[src/source/rvfi_pkg.sv]
// RVFI retirement port types shared by the trace record hardware
// Import into any module that samples or forwards a retirement

package rvfi_pkg;

  localparam int unsigned XLEN = 32;
  localparam int unsigned REG_ADDR_W = 5;
  localparam int unsigned BYTE_MASK_W = XLEN / 8;

  // Data, address or PC value
  typedef logic [XLEN-1:0] xlen_t;

  // Instruction word, compressed encodings sit in the low half
  typedef logic [31:0] insn_t;

  typedef logic [REG_ADDR_W-1:0] reg_addr_t;

  typedef logic [BYTE_MASK_W-1:0] byte_mask_t;

  // One retirement as seen on the RVFI port
  typedef struct packed {
    logic       valid;
    insn_t      insn;
    reg_addr_t  rs1_addr;
    reg_addr_t  rs2_addr;
    xlen_t      rs1_rdata;
    xlen_t      rs2_rdata;
    reg_addr_t  rd_addr;
    xlen_t      rd_wdata;
    xlen_t      pc_rdata;
    xlen_t      pc_wdata;
    xlen_t      mem_addr;
    byte_mask_t mem_rmask;
    byte_mask_t mem_wmask;
    xlen_t      mem_rdata;
    xlen_t      mem_wdata;
  } rvfi_retire_t;

endpackage

[src/source/trace_pkg.sv]
// Trace output definitions: instruction classes, access mask bits,
// opcode encodings and the packed trace record
// Import next to rvfi_pkg wherever records are built or decoded

package trace_pkg;

  import rvfi_pkg::*;

  // Instruction format classes, one per operand and immediate layout
  typedef enum logic [4:0] {
    CLS_NONE,
    CLS_R,
    CLS_I,
    CLS_I_SHIFT,
    CLS_JALR,
    CLS_U,
    CLS_J,
    CLS_B,
    CLS_CSR_REG,
    CLS_CSR_IMM,
    CLS_LOAD,
    CLS_STORE,
    CLS_FENCE,
    CLS_C_JR,
    CLS_C_JALR,
    CLS_C_ADD,
    CLS_C_LI,
    CLS_C_ADDI,
    CLS_C_ADDI16SP,
    CLS_C_LUI,
    CLS_C_SHIFT,
    CLS_C_ADDI4SPN,
    CLS_C_ANDI,
    CLS_C_BRANCH,
    CLS_C_ARITH,
    CLS_C_JAL,
    CLS_C_J,
    CLS_C_LOAD,
    CLS_C_STORE,
    CLS_INVALID
  } insn_class_e;

  // Data items touched by one instruction
  typedef logic [3:0] access_mask_t;

  localparam int unsigned ACC_RS1 = 0;
  localparam int unsigned ACC_RS2 = 1;
  localparam int unsigned ACC_RD  = 2;
  localparam int unsigned ACC_MEM = 3;

  // Compressed quadrants
  localparam logic [1:0] OPCODE_C0 = 2'b00;
  localparam logic [1:0] OPCODE_C1 = 2'b01;
  localparam logic [1:0] OPCODE_C2 = 2'b10;

  // Major opcodes of the 32-bit encodings
  localparam logic [6:0] OPC_LUI      = 7'h37;
  localparam logic [6:0] OPC_AUIPC    = 7'h17;
  localparam logic [6:0] OPC_JAL      = 7'h6f;
  localparam logic [6:0] OPC_JALR     = 7'h67;
  localparam logic [6:0] OPC_BRANCH   = 7'h63;
  localparam logic [6:0] OPC_LOAD     = 7'h03;
  localparam logic [6:0] OPC_STORE    = 7'h23;
  localparam logic [6:0] OPC_OPIMM    = 7'h13;
  localparam logic [6:0] OPC_OP       = 7'h33;
  localparam logic [6:0] OPC_SYSTEM   = 7'h73;
  localparam logic [6:0] OPC_MISC_MEM = 7'h0f;

  // One emitted trace record
  // Operand fields are zero when the matching access bit is clear
  typedef struct packed {
    xlen_t        pc;
    insn_t        insn;
    logic         compressed;
    insn_class_e  cls;
    access_mask_t access;
    reg_addr_t    rs1_addr;
    xlen_t        rs1_val;
    reg_addr_t    rs2_addr;
    xlen_t        rs2_val;
    reg_addr_t    rd_addr;
    xlen_t        rd_val;
    xlen_t        mem_addr;
    logic         mem_load;
    logic         mem_store;
    // Immediate, shift amount or jump target depending on cls
    xlen_t        imm;
  } trace_record_t;

endpackage

[src/source/insn_classifier.sv]
// Combinational decoder from an instruction word to its format class,
// compressed flag and the mask of registers and memory it touches

`timescale 1ns/100ps

module insn_classifier
  import rvfi_pkg::*;
  import trace_pkg::*;
(
  input  insn_t        insn,
  output insn_class_e  cls,
  output logic         compressed,
  output access_mask_t access
);

  // Operand-free SYSTEM words
  localparam insn_t InsnEcall  = 32'h0000_0073;
  localparam insn_t InsnEbreak = 32'h0010_0073;
  localparam insn_t InsnMret   = 32'h3020_0073;
  localparam insn_t InsnDret   = 32'h7b20_0073;
  localparam insn_t InsnWfi    = 32'h1050_0073;

  logic [1:0] quadrant;
  logic [2:0] c_funct3;
  logic [6:0] opcode;
  logic [2:0] funct3;
  logic [6:0] funct7;

  assign quadrant   = insn[1:0];
  assign c_funct3   = insn[15:13];
  assign opcode     = insn[6:0];
  assign funct3     = insn[14:12];
  assign funct7     = insn[31:25];
  assign compressed = (quadrant != 2'b11);

  always_comb begin
    cls = CLS_INVALID;
    if (compressed) begin
      unique case (quadrant)
        OPCODE_C0: begin
          unique case (c_funct3)
            3'b000:  cls = (insn[12:2] == 11'h0) ? CLS_NONE : CLS_C_ADDI4SPN;
            3'b010:  cls = CLS_C_LOAD;
            3'b110:  cls = CLS_C_STORE;
            default: cls = CLS_INVALID;
          endcase
        end
        OPCODE_C1: begin
          unique case (c_funct3)
            3'b000: cls = CLS_C_ADDI;
            3'b001: cls = CLS_C_JAL;
            3'b010: cls = CLS_C_LI;
            // addi16sp and lui share funct3, split on rd
            3'b011: cls = (insn[11:7] == 5'd2) ? CLS_C_ADDI16SP : CLS_C_LUI;
            3'b100: begin
              unique case (insn[11:10])
                2'b00, 2'b01: cls = CLS_C_SHIFT;
                2'b10:        cls = CLS_C_ANDI;
                default:      cls = insn[12] ? CLS_INVALID : CLS_C_ARITH;
              endcase
            end
            3'b101:  cls = CLS_C_J;
            default: cls = CLS_C_BRANCH;
          endcase
        end
        default: begin
          unique case (c_funct3)
            3'b000: cls = CLS_C_SHIFT;
            3'b010: cls = CLS_C_LOAD;
            // c.mv, c.add, c.jr, c.jalr and c.ebreak
            3'b100: begin
              if (insn[12]) begin
                if (insn[11:2] == 10'h0) begin
                  cls = CLS_NONE;
                end else if (insn[6:2] == 5'd0) begin
                  cls = CLS_C_JALR;
                end else begin
                  cls = CLS_C_ADD;
                end
              end else begin
                cls = (insn[6:2] == 5'd0) ? CLS_C_JR : CLS_C_ADD;
              end
            end
            3'b110:  cls = CLS_C_STORE;
            default: cls = CLS_INVALID;
          endcase
        end
      endcase
    end else begin
      unique case (opcode)
        OPC_LUI, OPC_AUIPC: cls = CLS_U;
        OPC_JAL:            cls = CLS_J;
        OPC_JALR:           cls = (funct3 == 3'b000) ? CLS_JALR : CLS_INVALID;
        OPC_BRANCH:         cls = (funct3[2:1] == 2'b01) ? CLS_INVALID : CLS_B;
        OPC_OPIMM: begin
          if (funct3 == 3'b001) begin
            cls = (funct7 == 7'h00) ? CLS_I_SHIFT : CLS_INVALID;
          end else if (funct3 == 3'b101) begin
            cls = (funct7 == 7'h00 || funct7 == 7'h20) ? CLS_I_SHIFT : CLS_INVALID;
          end else begin
            cls = CLS_I;
          end
        end
        OPC_OP: begin
          // Base ALU ops, sub/sra, and RV32M on funct7 = 1
          if (funct7 == 7'h00 || funct7 == 7'h01) begin
            cls = CLS_R;
          end else if (funct7 == 7'h20 && (funct3 == 3'b000 || funct3 == 3'b101)) begin
            cls = CLS_R;
          end else begin
            cls = CLS_INVALID;
          end
        end
        OPC_SYSTEM: begin
          if (funct3 == 3'b000) begin
            if (insn == InsnEcall || insn == InsnEbreak || insn == InsnMret ||
                insn == InsnDret || insn == InsnWfi) begin
              cls = CLS_NONE;
            end else begin
              cls = CLS_INVALID;
            end
          end else if (funct3 == 3'b100) begin
            cls = CLS_INVALID;
          end else begin
            cls = funct3[2] ? CLS_CSR_IMM : CLS_CSR_REG;
          end
        end
        OPC_LOAD: begin
          unique case (funct3)
            3'b011, 3'b110, 3'b111: cls = CLS_INVALID;
            default:                cls = CLS_LOAD;
          endcase
        end
        OPC_STORE: cls = (funct3 < 3'd3) ? CLS_STORE : CLS_INVALID;
        OPC_MISC_MEM: begin
          unique case (funct3)
            3'b000:  cls = CLS_FENCE;
            // fence.i carries no operands
            3'b001:  cls = CLS_NONE;
            default: cls = CLS_INVALID;
          endcase
        end
        default: cls = CLS_INVALID;
      endcase
    end
  end

  always_comb begin
    access = '0;
    unique case (cls)
      CLS_R, CLS_B, CLS_C_ADD, CLS_C_ARITH: begin
        access[ACC_RS1] = 1'b1;
        access[ACC_RS2] = 1'b1;
        access[ACC_RD]  = 1'b1;
      end
      CLS_I, CLS_I_SHIFT, CLS_JALR, CLS_CSR_REG, CLS_C_ADDI, CLS_C_ADDI16SP,
      CLS_C_SHIFT, CLS_C_ANDI, CLS_C_JALR: begin
        access[ACC_RS1] = 1'b1;
        access[ACC_RD]  = 1'b1;
      end
      CLS_U, CLS_J, CLS_CSR_IMM, CLS_C_LI, CLS_C_LUI, CLS_C_ADDI4SPN, CLS_C_JAL: begin
        access[ACC_RD] = 1'b1;
      end
      CLS_C_JR, CLS_C_BRANCH: begin
        access[ACC_RS1] = 1'b1;
      end
      CLS_LOAD, CLS_C_LOAD: begin
        access[ACC_RS1] = 1'b1;
        access[ACC_RD]  = 1'b1;
        access[ACC_MEM] = 1'b1;
      end
      CLS_STORE, CLS_C_STORE: begin
        access[ACC_RS1] = 1'b1;
        access[ACC_RS2] = 1'b1;
        access[ACC_MEM] = 1'b1;
      end
      // NONE, FENCE, C_J and INVALID touch nothing
      default: access = '0;
    endcase
  end

endmodule

[src/source/imm_extractor.sv]
// Combinational immediate, shift amount and jump target extraction
// Selects the layout from the class given by insn_classifier

`timescale 1ns/100ps

module imm_extractor
  import rvfi_pkg::*;
  import trace_pkg::*;
(
  input  insn_t       insn,
  input  xlen_t       pc,
  input  xlen_t       pc_next,
  input  insn_class_e cls,
  output xlen_t       imm
);

  xlen_t i_imm;
  xlen_t s_imm;
  xlen_t b_off;
  xlen_t ci_imm;
  xlen_t cb_off;
  xlen_t addi16sp_imm;
  xlen_t addi4spn_imm;
  xlen_t cl_imm;
  xlen_t lwsp_imm;
  xlen_t swsp_imm;

  assign i_imm = {{20{insn[31]}}, insn[31:20]};
  assign s_imm = {{20{insn[31]}}, insn[31:25], insn[11:7]};
  assign b_off = {{19{insn[31]}}, insn[31], insn[7], insn[30:25], insn[11:8], 1'b0};

  // Six-bit signed field shared by c.li, c.addi and c.andi
  assign ci_imm = {{26{insn[12]}}, insn[12], insn[6:2]};

  assign cb_off = {{23{insn[12]}}, insn[12], insn[6:5], insn[2], insn[11:10],
                   insn[4:3], 1'b0};
  assign addi16sp_imm = {{22{insn[12]}}, insn[12], insn[4:3], insn[5], insn[2],
                         insn[6], 4'b0};
  assign addi4spn_imm = {22'b0, insn[10:7], insn[12:11], insn[5], insn[6], 2'b00};

  // Word offsets of c.lw/c.sw and the stack-relative forms
  assign cl_imm   = {25'b0, insn[5], insn[12:10], insn[6], 2'b00};
  assign lwsp_imm = {24'b0, insn[3:2], insn[12], insn[6:4], 2'b00};
  assign swsp_imm = {24'b0, insn[8:7], insn[12:9], 2'b00};

  always_comb begin
    unique case (cls)
      CLS_I, CLS_JALR, CLS_LOAD: imm = i_imm;
      CLS_STORE:                 imm = s_imm;
      CLS_U:                     imm = {12'b0, insn[31:12]};
      CLS_I_SHIFT:               imm = {27'b0, insn[24:20]};
      // Branch target from the current pc, the next pc is the taken or not-taken path
      CLS_B:                     imm = pc + b_off;
      CLS_J, CLS_C_JAL, CLS_C_J: imm = pc_next;
      CLS_CSR_REG:               imm = {20'b0, insn[31:20]};
      CLS_CSR_IMM:               imm = {15'b0, insn[19:15], insn[31:20]};
      CLS_C_LI, CLS_C_ADDI,
      CLS_C_ANDI:                imm = ci_imm;
      CLS_C_ADDI16SP:            imm = addi16sp_imm;
      // Upper immediate as a 20-bit sign-extended field
      CLS_C_LUI:                 imm = {12'b0, {14{insn[12]}}, insn[12], insn[6:2]};
      CLS_C_SHIFT:               imm = {26'b0, insn[12], insn[6:2]};
      CLS_C_ADDI4SPN:            imm = addi4spn_imm;
      CLS_C_BRANCH:              imm = pc + cb_off;
      CLS_C_LOAD:                imm = (insn[1:0] == OPCODE_C0) ? cl_imm : lwsp_imm;
      CLS_C_STORE:               imm = (insn[1:0] == OPCODE_C0) ? cl_imm : swsp_imm;
      default:                   imm = '0;
    endcase
  end

endmodule

[src/source/trace_record_builder.sv]
// Cycle counter and output register of the trace path
// Masks operand values by the access mask and stamps each record
// with the counter value seen at the sampling edge

`timescale 1ns/100ps

module trace_record_builder
  import rvfi_pkg::*;
  import trace_pkg::*;
#(
  parameter int unsigned CycleWidth = 32
) (
  input  logic                  clk_i,
  input  logic                  rst_ni,
  input  logic                  setback_i,
  input  logic                  trace_enable_i,
  input  rvfi_retire_t          retire,
  input  insn_class_e           cls,
  input  logic                  compressed,
  input  access_mask_t          access,
  input  xlen_t                 imm,
  output logic                  record_valid_o,
  output trace_record_t         record_o,
  output logic [CycleWidth-1:0] cycle_o
);

  logic [CycleWidth-1:0] cycle_q;
  logic                  capture;
  trace_record_t         record_d;

  assign capture = retire.valid & trace_enable_i;

  // Free-running, wraps at 2^CycleWidth
  always_ff @(posedge clk_i or negedge rst_ni) begin
    if (!rst_ni) begin
      cycle_q <= '0;
    end else if (setback_i) begin
      cycle_q <= '0;
    end else begin
      cycle_q <= cycle_q + 1'b1;
    end
  end

  always_comb begin
    record_d            = '0;
    record_d.pc         = retire.pc_rdata;
    record_d.insn       = compressed ? {16'b0, retire.insn[15:0]} : retire.insn;
    record_d.compressed = compressed;
    record_d.cls        = cls;
    record_d.access     = access;
    record_d.imm        = imm;
    if (access[ACC_RS1]) begin
      record_d.rs1_addr = retire.rs1_addr;
      record_d.rs1_val  = retire.rs1_rdata;
    end
    if (access[ACC_RS2]) begin
      record_d.rs2_addr = retire.rs2_addr;
      record_d.rs2_val  = retire.rs2_rdata;
    end
    if (access[ACC_RD]) begin
      record_d.rd_addr = retire.rd_addr;
      record_d.rd_val  = retire.rd_wdata;
    end
    if (access[ACC_MEM]) begin
      record_d.mem_addr  = retire.mem_addr;
      record_d.mem_load  = (retire.mem_rmask != '0);
      record_d.mem_store = (retire.mem_wmask != '0);
    end
  end

  always_ff @(posedge clk_i or negedge rst_ni) begin
    if (!rst_ni) begin
      record_valid_o <= 1'b0;
      record_o       <= '0;
      cycle_o        <= '0;
    end else begin
      record_valid_o <= capture;
      // Hold the last record between retirements
      if (capture) begin
        record_o <= record_d;
        cycle_o  <= cycle_q;
      end
    end
  end

endmodule

[src/source/rvfi_trace_top.sv]
// Trace record top level: decodes each RVFI retirement and emits one
// cycle-stamped record on the following clock

`timescale 1ns/100ps

module rvfi_trace_top
  import rvfi_pkg::*;
  import trace_pkg::*;
#(
  parameter int unsigned CycleWidth = 32
) (
  input  logic                  clk_i,
  input  logic                  rst_ni,
  input  logic                  setback_i,
  input  logic                  trace_enable_i,
  input  rvfi_retire_t          retire,
  output logic                  record_valid_o,
  output trace_record_t         record_o,
  output logic [CycleWidth-1:0] cycle_o
);

  insn_class_e  cls;
  logic         compressed;
  access_mask_t access;
  xlen_t        imm;

  insn_classifier insn_classifier_i (
    .insn       (retire.insn),
    .cls        (cls),
    .compressed (compressed),
    .access     (access)
  );

  imm_extractor imm_extractor_i (
    .insn    (retire.insn),
    .pc      (retire.pc_rdata),
    .pc_next (retire.pc_wdata),
    .cls     (cls),
    .imm     (imm)
  );

  trace_record_builder #(
    .CycleWidth (CycleWidth)
  ) trace_record_builder_i (
    .clk_i          (clk_i),
    .rst_ni         (rst_ni),
    .setback_i      (setback_i),
    .trace_enable_i (trace_enable_i),
    .retire         (retire),
    .cls            (cls),
    .compressed     (compressed),
    .access         (access),
    .imm            (imm),
    .record_valid_o (record_valid_o),
    .record_o       (record_o),
    .cycle_o        (cycle_o)
  );

endmodule

[config.mk]
export PLATFORM = sky130hd
export DESIGN_NAME = rvfi_trace_top
export DESIGN_NICKNAME = d
export VERILOG_FILES = /design/src/source/rvfi_pkg.sv /design/src/source/trace_pkg.sv /design/src/source/insn_classifier.sv /design/src/source/imm_extractor.sv /design/src/source/trace_record_builder.sv /design/src/source/rvfi_trace_top.sv
export SDC_FILE = /design/constraint.sdc
export NUM_CORES = 1
export LEC_CHECK = 0
export BUFFER_PORTS_ARGS = -buffer_cell sky130_fd_sc_hd__buf_2
export CELL_PAD_IN_SITES_DETAIL_PLACEMENT = 1
export CELL_PAD_IN_SITES_GLOBAL_PLACEMENT = 1
export CORE_MARGIN = 2
export CORE_UTILIZATION = 31
export DETAILED_ROUTE_END_ITERATION = 12
export PLACE_DENSITY_LB_ADDON = 0.1
export SLEW_MARGIN = 30
export SYNTH_ARGS = -nofsm -noshare
export SYNTH_HDL_FRONTEND = slang
export SYNTH_HIERARCHICAL = 1
export SYNTH_SLANG_ARGS = --single-unit
export TNS_END_PERCENT = 20
[constraint.sdc]
create_clock -name clk_i -period 2.9 [get_ports clk_i]
set_clock_uncertainty 0.05 [all_clocks]
set_input_delay 0.145 -clock clk_i [delete_from_list [all_inputs] [get_ports clk_i]]
set_output_delay 0.145 -clock clk_i [all_outputs]
set_load 0.05 [all_outputs]
* After elaboration in Yosys (flattened, before gate mapping)
Cells that the tools add are included.
W data, S select, Z words.
** Word-level totals
- Flip-flop bits (word level) :: 316
- Input port bits :: 316
- Output and inout bits :: 284
- Word-level logic and storage cells :: 156
** Cells by class
- $add $sub $neg :: 3
- Magnitude comparators :: 1
- Equality and inequality tests :: 63
- Mux-type cells :: 42
- Bitwise logic cells :: 1
- Reduce and logical (&&, ||, !) cells :: 28
** Operator list (count)
- $pmux W32 S16 :: 1
- $mux W37 :: 3
- $mux W5 :: 17
- $eq A5 B5 Y1 const B :: 13
- $add A32 B32 Y32 :: 2
- $mux W32 :: 2
- $pmux W5 S10 :: 1
- $eq A5 B4 Y1 const B :: 7
- $mux W34 :: 1
- $add A32 B1 Y32 const B :: 1
- $eq A32 B21 Y1 const B :: 1
- $eq A32 B29 Y1 const B :: 1
- $eq A32 B30 Y1 const B :: 1
- $eq A32 B31 Y1 const B :: 1
- $eq A32 B7 Y1 const B :: 1
- $pmux W5 S2 :: 3
- $pmux W5 S6 :: 1
- $eq A7 B6 Y1 const B :: 4
- $eq A7 B7 Y1 const B :: 4
- $reduce_or A22 Y1 :: 1
- $eq A3 B3 Y1 const B :: 7
- $eq A5 B3 Y1 const B :: 4
- $pmux W5 S4 :: 1
- $reduce_or A19 Y1 :: 1
- other kinds (31) :: 59

* Depth between registers and ports, before layout
Gate-level depths: netlist (run 1).
- Depth in word-level cells :: 13
- Depth in mapped cells :: 24
- Mapped depth without buffers :: 22

* Hierarchy
The synthesis (run 1) kept the hierarchy.
** Modules (own cells, without submodules)
- trace_record_builder :: times used 1, cells an instance 1378, area each 12490.7 um^2, sequential area each 7907.6 um^2
- imm_extractor :: times used 1, cells an instance 451, area each 2984.1 um^2, sequential area each 0.0 um^2
- insn_classifier :: times used 1, cells an instance 185, area each 1178.6 um^2, sequential area each 0.0 um^2

* Worst setup path before layout (run 1)
No wires, ideal clock.
- Path kind :: input-to-reg
- From :: input retire[306] (netlist bit)
- To :: register, netlist name trace_record_builder_i/record_o[31]
- Setup time :: 0.118 ns
- Arrival :: 4.832 ns
- Required time :: 2.732 ns
- Path slack :: -2.100 ns
- Stages on the path :: 23
- Buffers on the path :: 3
- Cells stage by stage :: or4_4 > nor4_1 > nor2_1 > o31a_1 > nand3_1 > buf_2 > buf_2 > nand2_1 > or2_2 > buf_2 > mux2_2 > ha_1 > inv_1 > fa_1 > and2b_1 > o2111ai_2 > a2111oi_2 > o2111ai_1 > a2111oi_2 > mux2i_1 > nand2_1 > nand2_1 > nand2_1
** Between the ends
- Elaborated cells on any way between the ends :: 52
- Those cells by class :: add/sub: 1; eq/ne: 29; mux: 11; reduce/logical: 11
** RTL lines
- start: declaration :: line rvfi_trace_top.sv:16 : input rvfi_retire_t retire,
- $eq A7 B6 Y1 or $logic_not A7 Y1 (tied branches) :: line insn_classifier.sv:99, insn_classifier.sv:97, insn_classifier.sv:106
- $logic_or A1 B1 Y1 :: line insn_classifier.sv:99 : cls = (funct7 == 7'h00 || funct7 == 7'h20) ? CLS_I_SHIFT : CLS_INVALID;
- $mux W5 :: line insn_classifier.sv:99
- $mux W5 :: line insn_classifier.sv:98 : end else if (funct3 == 3'b101) begin
- $mux W5 :: line insn_classifier.sv:96 : if (funct3 == 3'b001) begin
- $pmux W5 S10 (*) :: line insn_classifier.sv:90 : unique case (opcode)
- $mux W5 (*) :: line insn_classifier.sv:38 : if (compressed) begin
- named net cls[1] :: line rvfi_trace_top.sv:22 : insn_class_e cls;
- $eq A5 B5 Y1 (tied with other cells) :: line imm_extractor.sv:47 : unique case (cls)
- $reduce_or A3 Y1 :: line imm_extractor.sv:47
- $pmux W32 S16 (*) :: line imm_extractor.sv:47
- named net imm[31] :: line rvfi_trace_top.sv:25 : xlen_t imm;
Mark *: on every way through the listed nets, which the timed path passes. The rest lies on a longest branch.
A chain may end at the register's enable or synchronous reset.

* Worst setup path in the final report (run 1)
- From :: input retire[281] (netlist bit)
- To :: register, netlist name trace_record_builder_i/record_o[31]
** Between the ends
- Cells in the longest elaborated chain, start to end :: 12
- Elaborated cells on any way between the ends :: 63
- Those cells by class :: add/sub: 1; eq/ne: 38; mux: 13; reduce/logical: 11
** RTL lines
- $eq A32 B7 Y1 or $eq A32 B21 Y1 (tied branches) :: line insn_classifier.sv:116 : if (insn == InsnEcall || insn == InsnEbreak || insn == InsnMret ||
- $logic_or A1 B1 Y1 (3 in series) :: line insn_classifier.sv:116
- $logic_or A1 B1 Y1 :: line insn_classifier.sv:117 : insn == InsnDret || insn == InsnWfi) begin
- $mux W5 :: line insn_classifier.sv:116
- $mux W5 :: line insn_classifier.sv:115 : if (funct3 == 3'b000) begin
- $pmux W5 S10 :: line insn_classifier.sv:90
- $mux W5 (*) :: line insn_classifier.sv:38
- named net cls[3] :: line rvfi_trace_top.sv:22
- $eq A5 B5 Y1 (tied with other cells) :: line imm_extractor.sv:47
- $reduce_or A3 Y1 :: line imm_extractor.sv:47
- $pmux W32 S16 (*) :: line imm_extractor.sv:47
- named net imm[31] :: line rvfi_trace_top.sv:25
Marks and branches as above.

==> results of run 1 <==
## critical path, cell delays in order
cell and delay [ns]:
buf_6 0.10, or4_4 0.55, nor4_4 0.21, buf_4 0.18, a32oi_2 0.10, o22ai_1 0.19
a41o_1 0.16, inv_2 0.05, nand3b_1 0.19, or2_4 0.29, buf_4 0.18, a21o_1 0.21
ha_1 0.31, a21o_1 0.15, or3b_2 0.44, o21ai_0 0.15, o2111ai_2 0.25, a2111oi_4 0.44
mux2i_1 0.22, nand2_1 0.07, nand2_1 0.07, nand2_1 0.05
## cell type report
cell class                 count  area [um^2]
clock buffer                  60         1150
clock inverter                 8          163
sequential                   316         7910
fill                        6294        26200
antenna                        7         17.5
inverter                      30          120
multi-input combinational   1546         8840
tap                          688          861
timing repair buffer        1068         7560
## stage by stage
stage               cell area [um^2]  TNS, ns  utilization  power [W]
floorplan                      16900   -52.50            -    0.00816
global placement               22300  -114.36        0.423     0.0101
detailed placement             22300  -128.32        0.423     0.0101
CTS                            26400   -32.64        0.499     0.0156
global route                   26600   -51.24        0.504     0.0163
finish                         26600   -32.10        0.504     0.0156
## logic make-up (layout without fill, tap and decap cells)
family	count (synthesis)	count (layout)	share of synthesized area
AOI/OAI and AO/OA	301	301	0.126
xor gates and xnor gates	37	37	0.0195
adders and majority gates	37	37	0.0282
buffers and inverters	152	1166	0.0358
DFF	316	316	0.475
muxes	12	12	0.00789
other	0	7	0
and+or+nand+nor	1159	1159	0.308
## final timing paths
| kind | to | cells past startpoint |
|---|---|---|
| worst max-delay path | trace_record_builder_i/record_o[31] | 22 |
| max in group asynchronous | trace_record_builder_i/record_o[69] | 3 |
| worst min register to register | trace_record_builder_i/record_o[122] | 2 |
| worst min-delay path | trace_record_builder_i/record_o[6] | 6 |
| worst max register to register | trace_record_builder_i/cycle_q[28] | 5 |
| min in group asynchronous | trace_record_builder_i/record_o[7] | 2 |
## repair_timing
item	CTS	global route
buffers inserted	12	5
setup endpoints to repair	44	181
gates cloned	1	0
hold endpoints to repair	296	0
pin swaps	29	26
hold buffers	232	0
resized for setup	48	39
## synthesized netlist by cell type (17+ instances only)
cell type  instances  area (um^2)
xnor2_1           24          210
nand2_1          747         2800
a21o_1            18          135
clkbuf_1         102          383
o31ai_1           17          128
nor2b_1           17          106
nand3_1          172          861
o21ai_0           61          305
dfrtp_1          316         7910
ha_1              36          450
nand4_1           21          131
inv_1             29          109
nor2_1            66          248
nor3_1            20          100
nand3b_1          22          165
a21oi_1           75          375
## metal layers
metal,GRT usage,vias up
met4,0.102,0
met5,0,-
met2,0.469,544
met1,0.328,9373
li1,-,8876
met3,0.0543,148
## flip-flops by register name, indices dropped and copies added, names as in the netlist
name and cells:
trace_record_builder_i/cycle_q 32, trace_record_builder_i/record_valid_o 1, trace_record_builder_i/cycle_o 32, trace_record_builder_i/record_o 251
## power by group through the flow
stage / clock network, W / registers [W] / logic [W]
after floorplan: 0 / 0.00681 / 0.00136
after global placement: 0 / 0.00518 / 0.00488
after detailed placement: 0 / 0.00520 / 0.00494
after CTS: 0.00520 / 0.00513 / 0.00530
after global routing: 0.00538 / 0.00519 / 0.00571
final: 0.00506 / 0.00513 / 0.00539
==> out/metrics.yaml, run 1 <==
startpoint_type: "input pin"
die_w_um: 236
hp-class: "in -> reg"
cts.sinks: 316
setup_ws_ns: -1.41
syn_avg_cell_area_um2: 8.27
area_growth_pct: 59.9
crit_start: "retire[281]"
die_y_um: 236
synth.cell_area_um2: 16700
finalCriticalPeriod_ns: 4.31
p_switching_w: 0.00588
finalHoldViolCount: 0
die_area_um2: 55600
clock_latency_ns: 0.55
p_int_w: 0.00970
routed_wl_um: 76600
core_area_um2: 52900
seq_power_share: 0.329
drc: 0
whs_ns: 0.0210
nNetsFinal: 3353
via_per_inst: 5.09
antenna_left: 0
cp_data_arrival_time_ns: 4.71
drtPass1Iterations: 7
highest_layer: "met4"
period_share: 1.49
post-place-cells: 3399
setup_viol: 36
wire_per_inst_um: 20.6
ioPinCount: 600
pwr-share-comb: 0.346
overflow: 0
syn-instance-count: 2014
drt-met1-wl_um: 32300
seq_area_frac_synth: 0.475
ys.flop_type: "dfrtp_1"
ir_drop_v: 0.000371
ys.warnings.count: 6
dr_wl_met3_um: 3990
rsz0062_at_grt: "yes"
port_buffers: 535
worst_ep_required_time_ns: 3.30
finalNonFillerCells: 3723
grt_first_pass_wirelength_um: 119000
worst_pin_slew_ns: 0.826
final_common_cell: "nand2_1"
grt_pass1_vias: 20400
rows: 84
syn-num-nets: 2367
end_kind: "flop"
synth_edf_count: 0
layout-drive-gt1-share: 0.334
gp_congestion: 0.908
drt-initial-drc-count: 1089
power.share.clock: 0.325
switching_share: 0.377
cts.clk_slew.worst_paths_ns: 0.06
synth_cell_type_count: 89
relSlewSlack: 0.449
cap_viol_max_count: 0
initial_core_util: 0.315
antenna_found_initial: 6
p_per_area_nw_per_um2: 585
synth-seq-cells: 316
dpl.hpwl_um: 54300
max_freq_ghz: 0.232
final_cell_mix: "nand2_1, buf_2, dfrtp_1, buf_4, dlygate4sd3_1"
cts_buffers: 38
r2r_setup_slack_ns: 0.60
grt_max_degree: 167
grt_use_total: 0.269
critical_path_class: "in -> reg"
crit_path_max_fanout: 6
r2r_start: "trace_record_builder_i/cycle_q[0]"
vias: 18900
tritoncts: "yes"
wl_met2_um: 37300
hold_start: "retire[305]"
p_leak_nw: 13.9
outcome: "finished, violations left"
failed_checks: "negative setup slack"
drv_slew: 0
dp_slack_ns: -2.40
root_buffer: "clkbuf_16"
cts_buffer_depth: 3
async_flop_share: 1.00
htreeDepth: 2
Power figures use the tool's default switching activity.
==> run 2, diff against run 1 <==
--- a/config.mk
+++ b/config.mk
@@ -11,4 +11,5 @@
 export CORE_MARGIN = 2
 export CORE_UTILIZATION = 31
+export CTS_CLUSTER_SIZE = 16
 export DETAILED_ROUTE_END_ITERATION = 12
 export PLACE_DENSITY_LB_ADDON = 0.1
--- a/constraint.sdc
+++ b/constraint.sdc
@@ -3,3 +3,3 @@
 set_input_delay 0.145 -clock clk_i [delete_from_list [all_inputs] [get_ports clk_i]]
 set_output_delay 0.145 -clock clk_i [all_outputs]
-set_load 0.05 [all_outputs]
+set_load 0.005 [all_outputs]
==> out/metrics.yaml, run 2 (synthesis results as in run 1) <==
switching_share: 0.318  # -0.0589
crit_path_max_fanout: 4  # -2
final_cell_mix: "nand2_1, buf_2, dfrtp_1, buf_4, dlygate4sd3_1"
largest_register_ffs: 251  # unchanged
p_int_w: 0.00933  # -3.8%
hp-class: "in -> reg"
finalCriticalPeriod_ns: 4.42  # +0.105 ns
p_per_area_nw_per_um2: 509  # -13%
ioPinCount: 600  # unchanged
relSlewSlack: 0.394  # -0.0549
cp_data_arrival_time_ns: 4.87  # +0.16 ns
setup_viol: 32  # -11%
finalPower_w: 0.0137  # -12%
drtPass1Iterations: 6  # -1
via_per_inst: 5.11  # +0.47%
worst_pin_slew_ns: 0.909  # +0.0823 ns
failed_checks: "negative setup slack"
dp_slack_ns: -2.24  # +0.160 ns
drt-initial-drc-count: 1195  # +9.7%
rsz0062_at_grt: "yes"
setup_ws_ns: -1.52  # -0.105 ns
critical_path_class: "in -> reg"
drc: 0  # unchanged
grt_max_degree: 180  # +7.8%
finalHoldViolCount: 0  # unchanged
outcome: "finished, violations left"
grt_pass1_vias: 20100  # -1.5%
hold_depth: 4  # -2
max_freq_ghz: 0.226  # -2.4%
tritoncts: "yes"
seq_power_share: 0.374  # +0.045
ir_drop_v: 0.000329  # -11%
root_buffer: "clkbuf_16"
rows: 84  # unchanged
drv_slew: 0  # unchanged
htreeDepth: 2  # unchanged
end_kind: "flop"
p_leak_nw: 14.0  # +0.66%
core_area_um2: 52900  # unchanged
grt_use_total: 0.269  # about the same
dpl.hpwl_um: 54500  # +0.35%
nNetsFinal: 3363  # +0.30%
final_core_utilization: 0.509  # +0.00502
power.share.clock: 0.337  # +0.012
cts.sinks: 316  # unchanged
finalNonFillerCells: 3728  # +0.13%
period_share: 1.52  # +0.0362
antenna_found_initial: 4  # -2
cts_buffers: 38  # unchanged
initial_core_util: 0.315  # unchanged
port_buffers: 535  # unchanged
pwr-share-comb: 0.288  # -0.058
vias: 19100  # +0.61%
grt_first_pass_wirelength_um: 118000  # -0.27%
die_y_um: 236  # unchanged
startpoint_type: "input pin"
top_register: "trace_record_builder_i/record_o"
gp_congestion: 0.887  # -2.2%
post-place-cells: 3398  # -0.029%
routed_wl_um: 77400  # +1.0%
overflow: 0  # unchanged
clock_latency_ns: 0.57  # +0.02 ns
wire_per_inst_um: 20.8  # +0.91%
worst_ep_required_time_ns: 3.35  # +0.05 ns
antenna_left: 0  # unchanged
layout-drive-gt1-share: 0.348  # +0.0143
cts.clk_slew.worst_paths_ns: 0.06  # about the same
top_regs: "trace_record_builder_i/record_o x251, trace_record_builder_i/cycle_o x32, trace_record_builder_i/cycle_q x32"
die_w_um: 236  # unchanged
cap_viol_max_count: 0  # unchanged
p_switching_w: 0.00436  # -26%
cts_buffer_depth: 3  # unchanged
area_growth_pct: 61.5
die_area_um2: 55600  # unchanged
final_common_cell: "nand2_1"
reg2reg_depth: 5  # unchanged
[run 2: changes by cell type in the layout (fill, tap and decap cells not counted), moves of 5 or more]
cell           change
nor3_2             +5
nand3_2            +5
a21oi_2            +7
nand3_1            -5
a21oi_1            -6
clkinv_2           +5
buf_6             +11
o21ai_0            -9
o21ai_1            +8
clkbuf_16          +5
dlygate4sd3_1      -5
[run 2: layout make-up]
cell class,count,area (um^2)
inverters,30,120
flip-flops and latches,316,7910
fillers,6322,26000
well taps,688,861
multi-input cells,1546,9060
clock inverters,9,66.3
diodes,4,10.0
repair buffers,1078,7770
clock buffers,57,1100
[run 2: critical path, stage by stage]
cell,delay [ns]
buf_6,0.09
or4_4,0.60
a211oi_4,0.31
o2111ai_4,0.17
nand3_2,0.12
nand2_2,0.07
o41ai_4,0.39
inv_2,0.07
nand3b_1,0.13
or2_4,0.17
mux2_4,0.31
ha_4,0.16
inv_2,0.05
fa_2,0.19
and2b_2,0.25
o2111ai_4,0.23
a2111oi_4,0.10
buf_4,0.17
nor2_4,0.16
buf_4,0.14
buf_6,0.10
nand2_8,0.06
a2111oi_4,0.31
a211o_1,0.21
nand2_1,0.07
nand2_1,0.07
[run 2: worst paths after layout]
kind	from	end	slack (ns)
min in group asynchronous	rst_ni	trace_record_builder_i/record_o[199]	0.12
min	retire[310]	trace_record_builder_i/record_o[218]	0.02
max in group asynchronous	rst_ni	trace_record_builder_i/record_o[115]	1.68
max	retire[305]	trace_record_builder_i/record_o[17]	-1.52
min reg2reg	trace_record_builder_i/record_o[34]	trace_record_builder_i/record_o[34]	0.41
max reg2reg	trace_record_builder_i/cycle_q[0]	trace_record_builder_i/cycle_q[28]	0.67
[run 2: stage by stage]
step | hold slack (ns) | instance area [um^2] | setup TNS [ns]
after floorplan | -0.201 | 16900 | -52.43
final | 0.0199 | 26900 | -35.79
after global placement | 0.124 | 22300 | -116.43
after detailed placement | 0.147 | 22300 | -127.19
after CTS | 0.000114 | 26200 | -54.64
after global routing | 0.00589 | 26900 | -41.46
[run 2: what timing repair did]
action	in CTS	in global routing
hold buffers	227	0
hold endpoints to repair	291	0
endpoints found under the setup margin	32	181
gates cloned	0	5
pin swaps	34	53
setup buffers	22	18
resized for setup	55	105
[run 2: metal layers]
metal,wire length [um],share of wire,up-vias,global-route usage
li1,-,-,8898,-
met1,32800,0.42,9421,0.341
met2,37200,0.48,575,0.454
met3,4160,0.054,162,0.0510
met4,3280,0.042,0,0.104
met5,0,0,-,0
[run 2: power by group through the flow]
stage                     Clock, W  Sequential [W]  Combinational (W)
after floorplan                  0         0.00522            0.00135
after global routing       0.00493         0.00518            0.00428
after detailed placement         0         0.00519            0.00335
after CTS                  0.00473         0.00512            0.00373
after global placement           0         0.00517            0.00329
final                      0.00462         0.00512            0.00395
==> run 3, diff against run 2 <==
ABC_AREA = 1   (was unset)
clock period = 4.25 ns   (was 2.9 ns; I/O delays follow)
==> out/metrics.yaml, run 3 <==
outcome: "finished clean"
synth_edf_count: 0  # unchanged
dpl.hpwl_um: 59800  # +9.7%
ys.warnings.count: 6  # unchanged
top_regs: "trace_record_builder_i/record_o x251, trace_record_builder_i/cycle_o x32, trace_record_builder_i/cycle_q x32"
grt_max_degree: 249  # +38%
tritoncts: "yes"
p_switching_w: 0.00304  # -30%
critical_path_class: "in -> reg"
area_growth_pct: 44.4
cap_viol_max_count: 0  # unchanged
rsz0062_at_grt: "yes"
worst_pin_slew_ns: 0.914  # +0.00522 ns
yosysMostFrequentCell: "nand2_1"
clock_latency_ns: 0.57  # about the same
ys_top_cells_by_area: "dfrtp_1, nand2_1, o21ai_0"
hp-class: "in -> reg"
antenna_found_initial: 7  # +3
ys.flop_type: "dfrtp_1"
die_area_um2: 59400  # +6.8%
root_buffer: "clkbuf_16"
fill_cells: 7242  # +15%
ir_drop_v: 0.000243  # -26%
synth-seq-cells: 316  # unchanged
synth_top_area_cell: "dfrtp_1"
crit_path_max_fanout: 10  # +6
pwr-share-comb: 0.263  # -0.025
final_cell_mix: "nand2_1, buf_2, dfrtp_1, dlygate4sd3_1, inv_1"
synth_cell_type_count: 52  # -42%
syn-num-nets: 2860  # +21%
timing.setup.tns_ns: 0  # +35.79 ns
syn-instance-count: 2507  # +24%
relSlewSlack: 0.391  # -0.00348
max_stage_delay_ns: 0.52  # -0.08 ns
seq_power_share: 0.378  # +0.004
antenna_left: 0  # unchanged
finalHoldViolCount: 0  # unchanged
gp_congestion: 0.913  # +2.9%
drt-initial-drc-count: 1001  # -16%
startpoint_type: "input pin"
die_w_um: 244  # +3.3%
cts.sinks: 316  # unchanged
switching_share: 0.326  # +0.00726
final_common_cell: "nand2_1"
cts_buffer_depth: 3  # unchanged
nNetsFinal: 3686  # +9.6%
cpMostUsedCell: "nand2_1"
multiInputGateArea_um2: 8790  # -2.9%
async_flop_share: 1.00  # unchanged
drv_slew: 0  # unchanged
final_core_utilization: 0.454  # -0.0545
period_share: 0.946
rows: 87  # +3.6%
initial_core_util: 0.315  # -0.000448
htreeDepth: 2  # unchanged
synth.cell_area_um2: 17800  # +6.9%
p_int_w: 0.00629  # -33%
top_register: "trace_record_builder_i/record_o"
max_freq_ghz: 0.249
overflow: 0  # unchanged
setup_viol: 0  # -100%
cts.clk_slew.worst_paths_ns: 0.06  # about the same
via_per_inst: 4.82  # -5.7%
synthTopCellsByCount: "nand2_1, dfrtp_1, inv_1"
grt_pass1_vias: 21000  # +4.2%
p_leak_nw: 13.8  # -2.0%
routed_wl_um: 81400  # +5.2%
finalCriticalPeriod_ns: 4.02
p_per_area_nw_per_um2: 363  # -29%
vias: 19900  # +4.2%
seq_area_frac_synth: 0.444  # -0.0307
port_buffers: 535  # unchanged
syn_avg_cell_area_um2: 7.10  # -14%
largest_register_ffs: 251  # unchanged
layout-drive-gt1-share: 0.249  # -0.0994
grt_use_total: 0.268  # -0.00125
power.share.clock: 0.358  # +0.021
cts_buffers: 38  # unchanged
yosys.area.top_type_share: 0.444  # -0.0307
core_area_um2: 56600  # +7.1%
drc: 0  # unchanged
drtPass1Iterations: 5  # -1
ioPinCount: 600  # unchanged
end_kind: "flop"
seqCellArea_um2: 7910  # unchanged
cp_slowest_cell: "dlygate4sd3_1"
worst_ep_required_time_ns: 4.66  # +1.31 ns
grt_first_pass_wirelength_um: 124000  # +4.4%
wire_per_inst_um: 19.8  # -4.8%
cp_data_arrival_time_ns: 4.43  # -0.44 ns
die_y_um: 244  # +3.3%
==> run 3: changes by cell type after synthesis, sizes merged, moves of 18 or more <==
cell / before / now
clkbuf: 104 / 37
nand2: 749 / 1099
nor2: 66 / 207
o21ai: 62 / 215
xnor2: 24 / 0
buf: 18 / 54
o31ai: 19 / 1
inv: 29 / 220
nand3: 173 / 132
==> run 3: metrics by stage <==
| stage | instances | hold slack (ns) | instance area [um^2] | worst slack [ns] | power, W |
|---|---|---|---|---|---|
| CTS | 4111 | 0.0154 | 25400 | 0.0999 | 0.00936 |
| finish | 4121 | 0.0524 | 25700 | 0.229 | 0.00933 |
| global placement | 3816 | 0.251 | 21800 | 0.0954 | 0.00572 |
| detailed placement | 3816 | 0.257 | 21800 | 0.0468 | 0.00578 |
| floorplan | 2507 | -0.133 | 17800 | 0.447 | 0.00459 |
| global route | 4121 | 0.0516 | 25700 | -0.0425 | 0.00984 |
==> run 3: timing repair <==
| item | CTS | global route |
|---|---|---|
| gates resized for setup | 0 | 73 |
| setup buffers | 0 | 4 |
| endpoints found under the hold margin | 323 | 0 |
| endpoints found under the setup margin | 0 | 27 |
| hold buffers | 228 | 0 |
==> run 3: logic make-up after synthesis <==
kind of cell             synth area share
flip-flops                          0.444
buffers and inverters              0.0769
XOR/XNOR                         0.000492
adder cells (fa/ha/maj)            0.0264
AO/OA/AOI/OAI                       0.110
AND/OR/NAND/NOR                     0.342
==> run 3: area by class of cell <==
class,count,share of cell area
timing repair buffer,877,0.232
sequential,316,0.308
tap,756,0.0368
inverter,220,0.0325
antenna,5,0.000487
multi-input combinational,1880,0.342
clock inverter,10,0.00701
clock buffer,57,0.0421
==> run 3: final timing paths <==
path | from | endpoint | slack (ns) | depth (start not counted)
max reg2reg | trace_record_builder_i/cycle_q[0] | trace_record_builder_i/cycle_q[22] | 2.59 | 8
min | retire[112] | trace_record_builder_i/record_o[8] | 0.05 | 7
min reg2reg | trace_record_builder_i/cycle_q[0] | trace_record_builder_i/cycle_q[0] | 0.42 | 1
max | retire[280] | trace_record_builder_i/record_o[5] | 0.23 | 32
max in group asynchronous | rst_ni | trace_record_builder_i/cycle_o[24] | 2.79 | 3
min in group asynchronous | rst_ni | trace_record_builder_i/record_o[63] | 0.19 | 2
==> run 3: power by group through the flow <==
stage	logic [W]	clock network (W)	registers, W
after CTS	0.00240	0.00344	0.00352
after global placement	0.00217	0	0.00355
after floorplan	0.000996	0	0.00359
after detailed placement	0.00221	0	0.00357
final	0.00246	0.00334	0.00353
after global routing	0.00272	0.00355	0.00357
==> run 3: worst max-delay path, delay by kind of cell <==
family / cells / cell delay [ns]
and+or+nand+nor: 22 / 2.36
buffers and inverters: 7 / 1.18
adders and majority gates: 2 / 0.58
AOI/OAI and AO/OA: 1 / 0.07
==> run 3: routing by layer <==
layer | track usage | wire length, um | share of wire
met1 | 0.322 | 33500 | 0.41
met2 | 0.472 | 40500 | 0.50
met3 | 0.0536 | 4460 | 0.055
met4 | 0.0970 | 2890 | 0.035
met5 | 0 | 21 | 0.00026
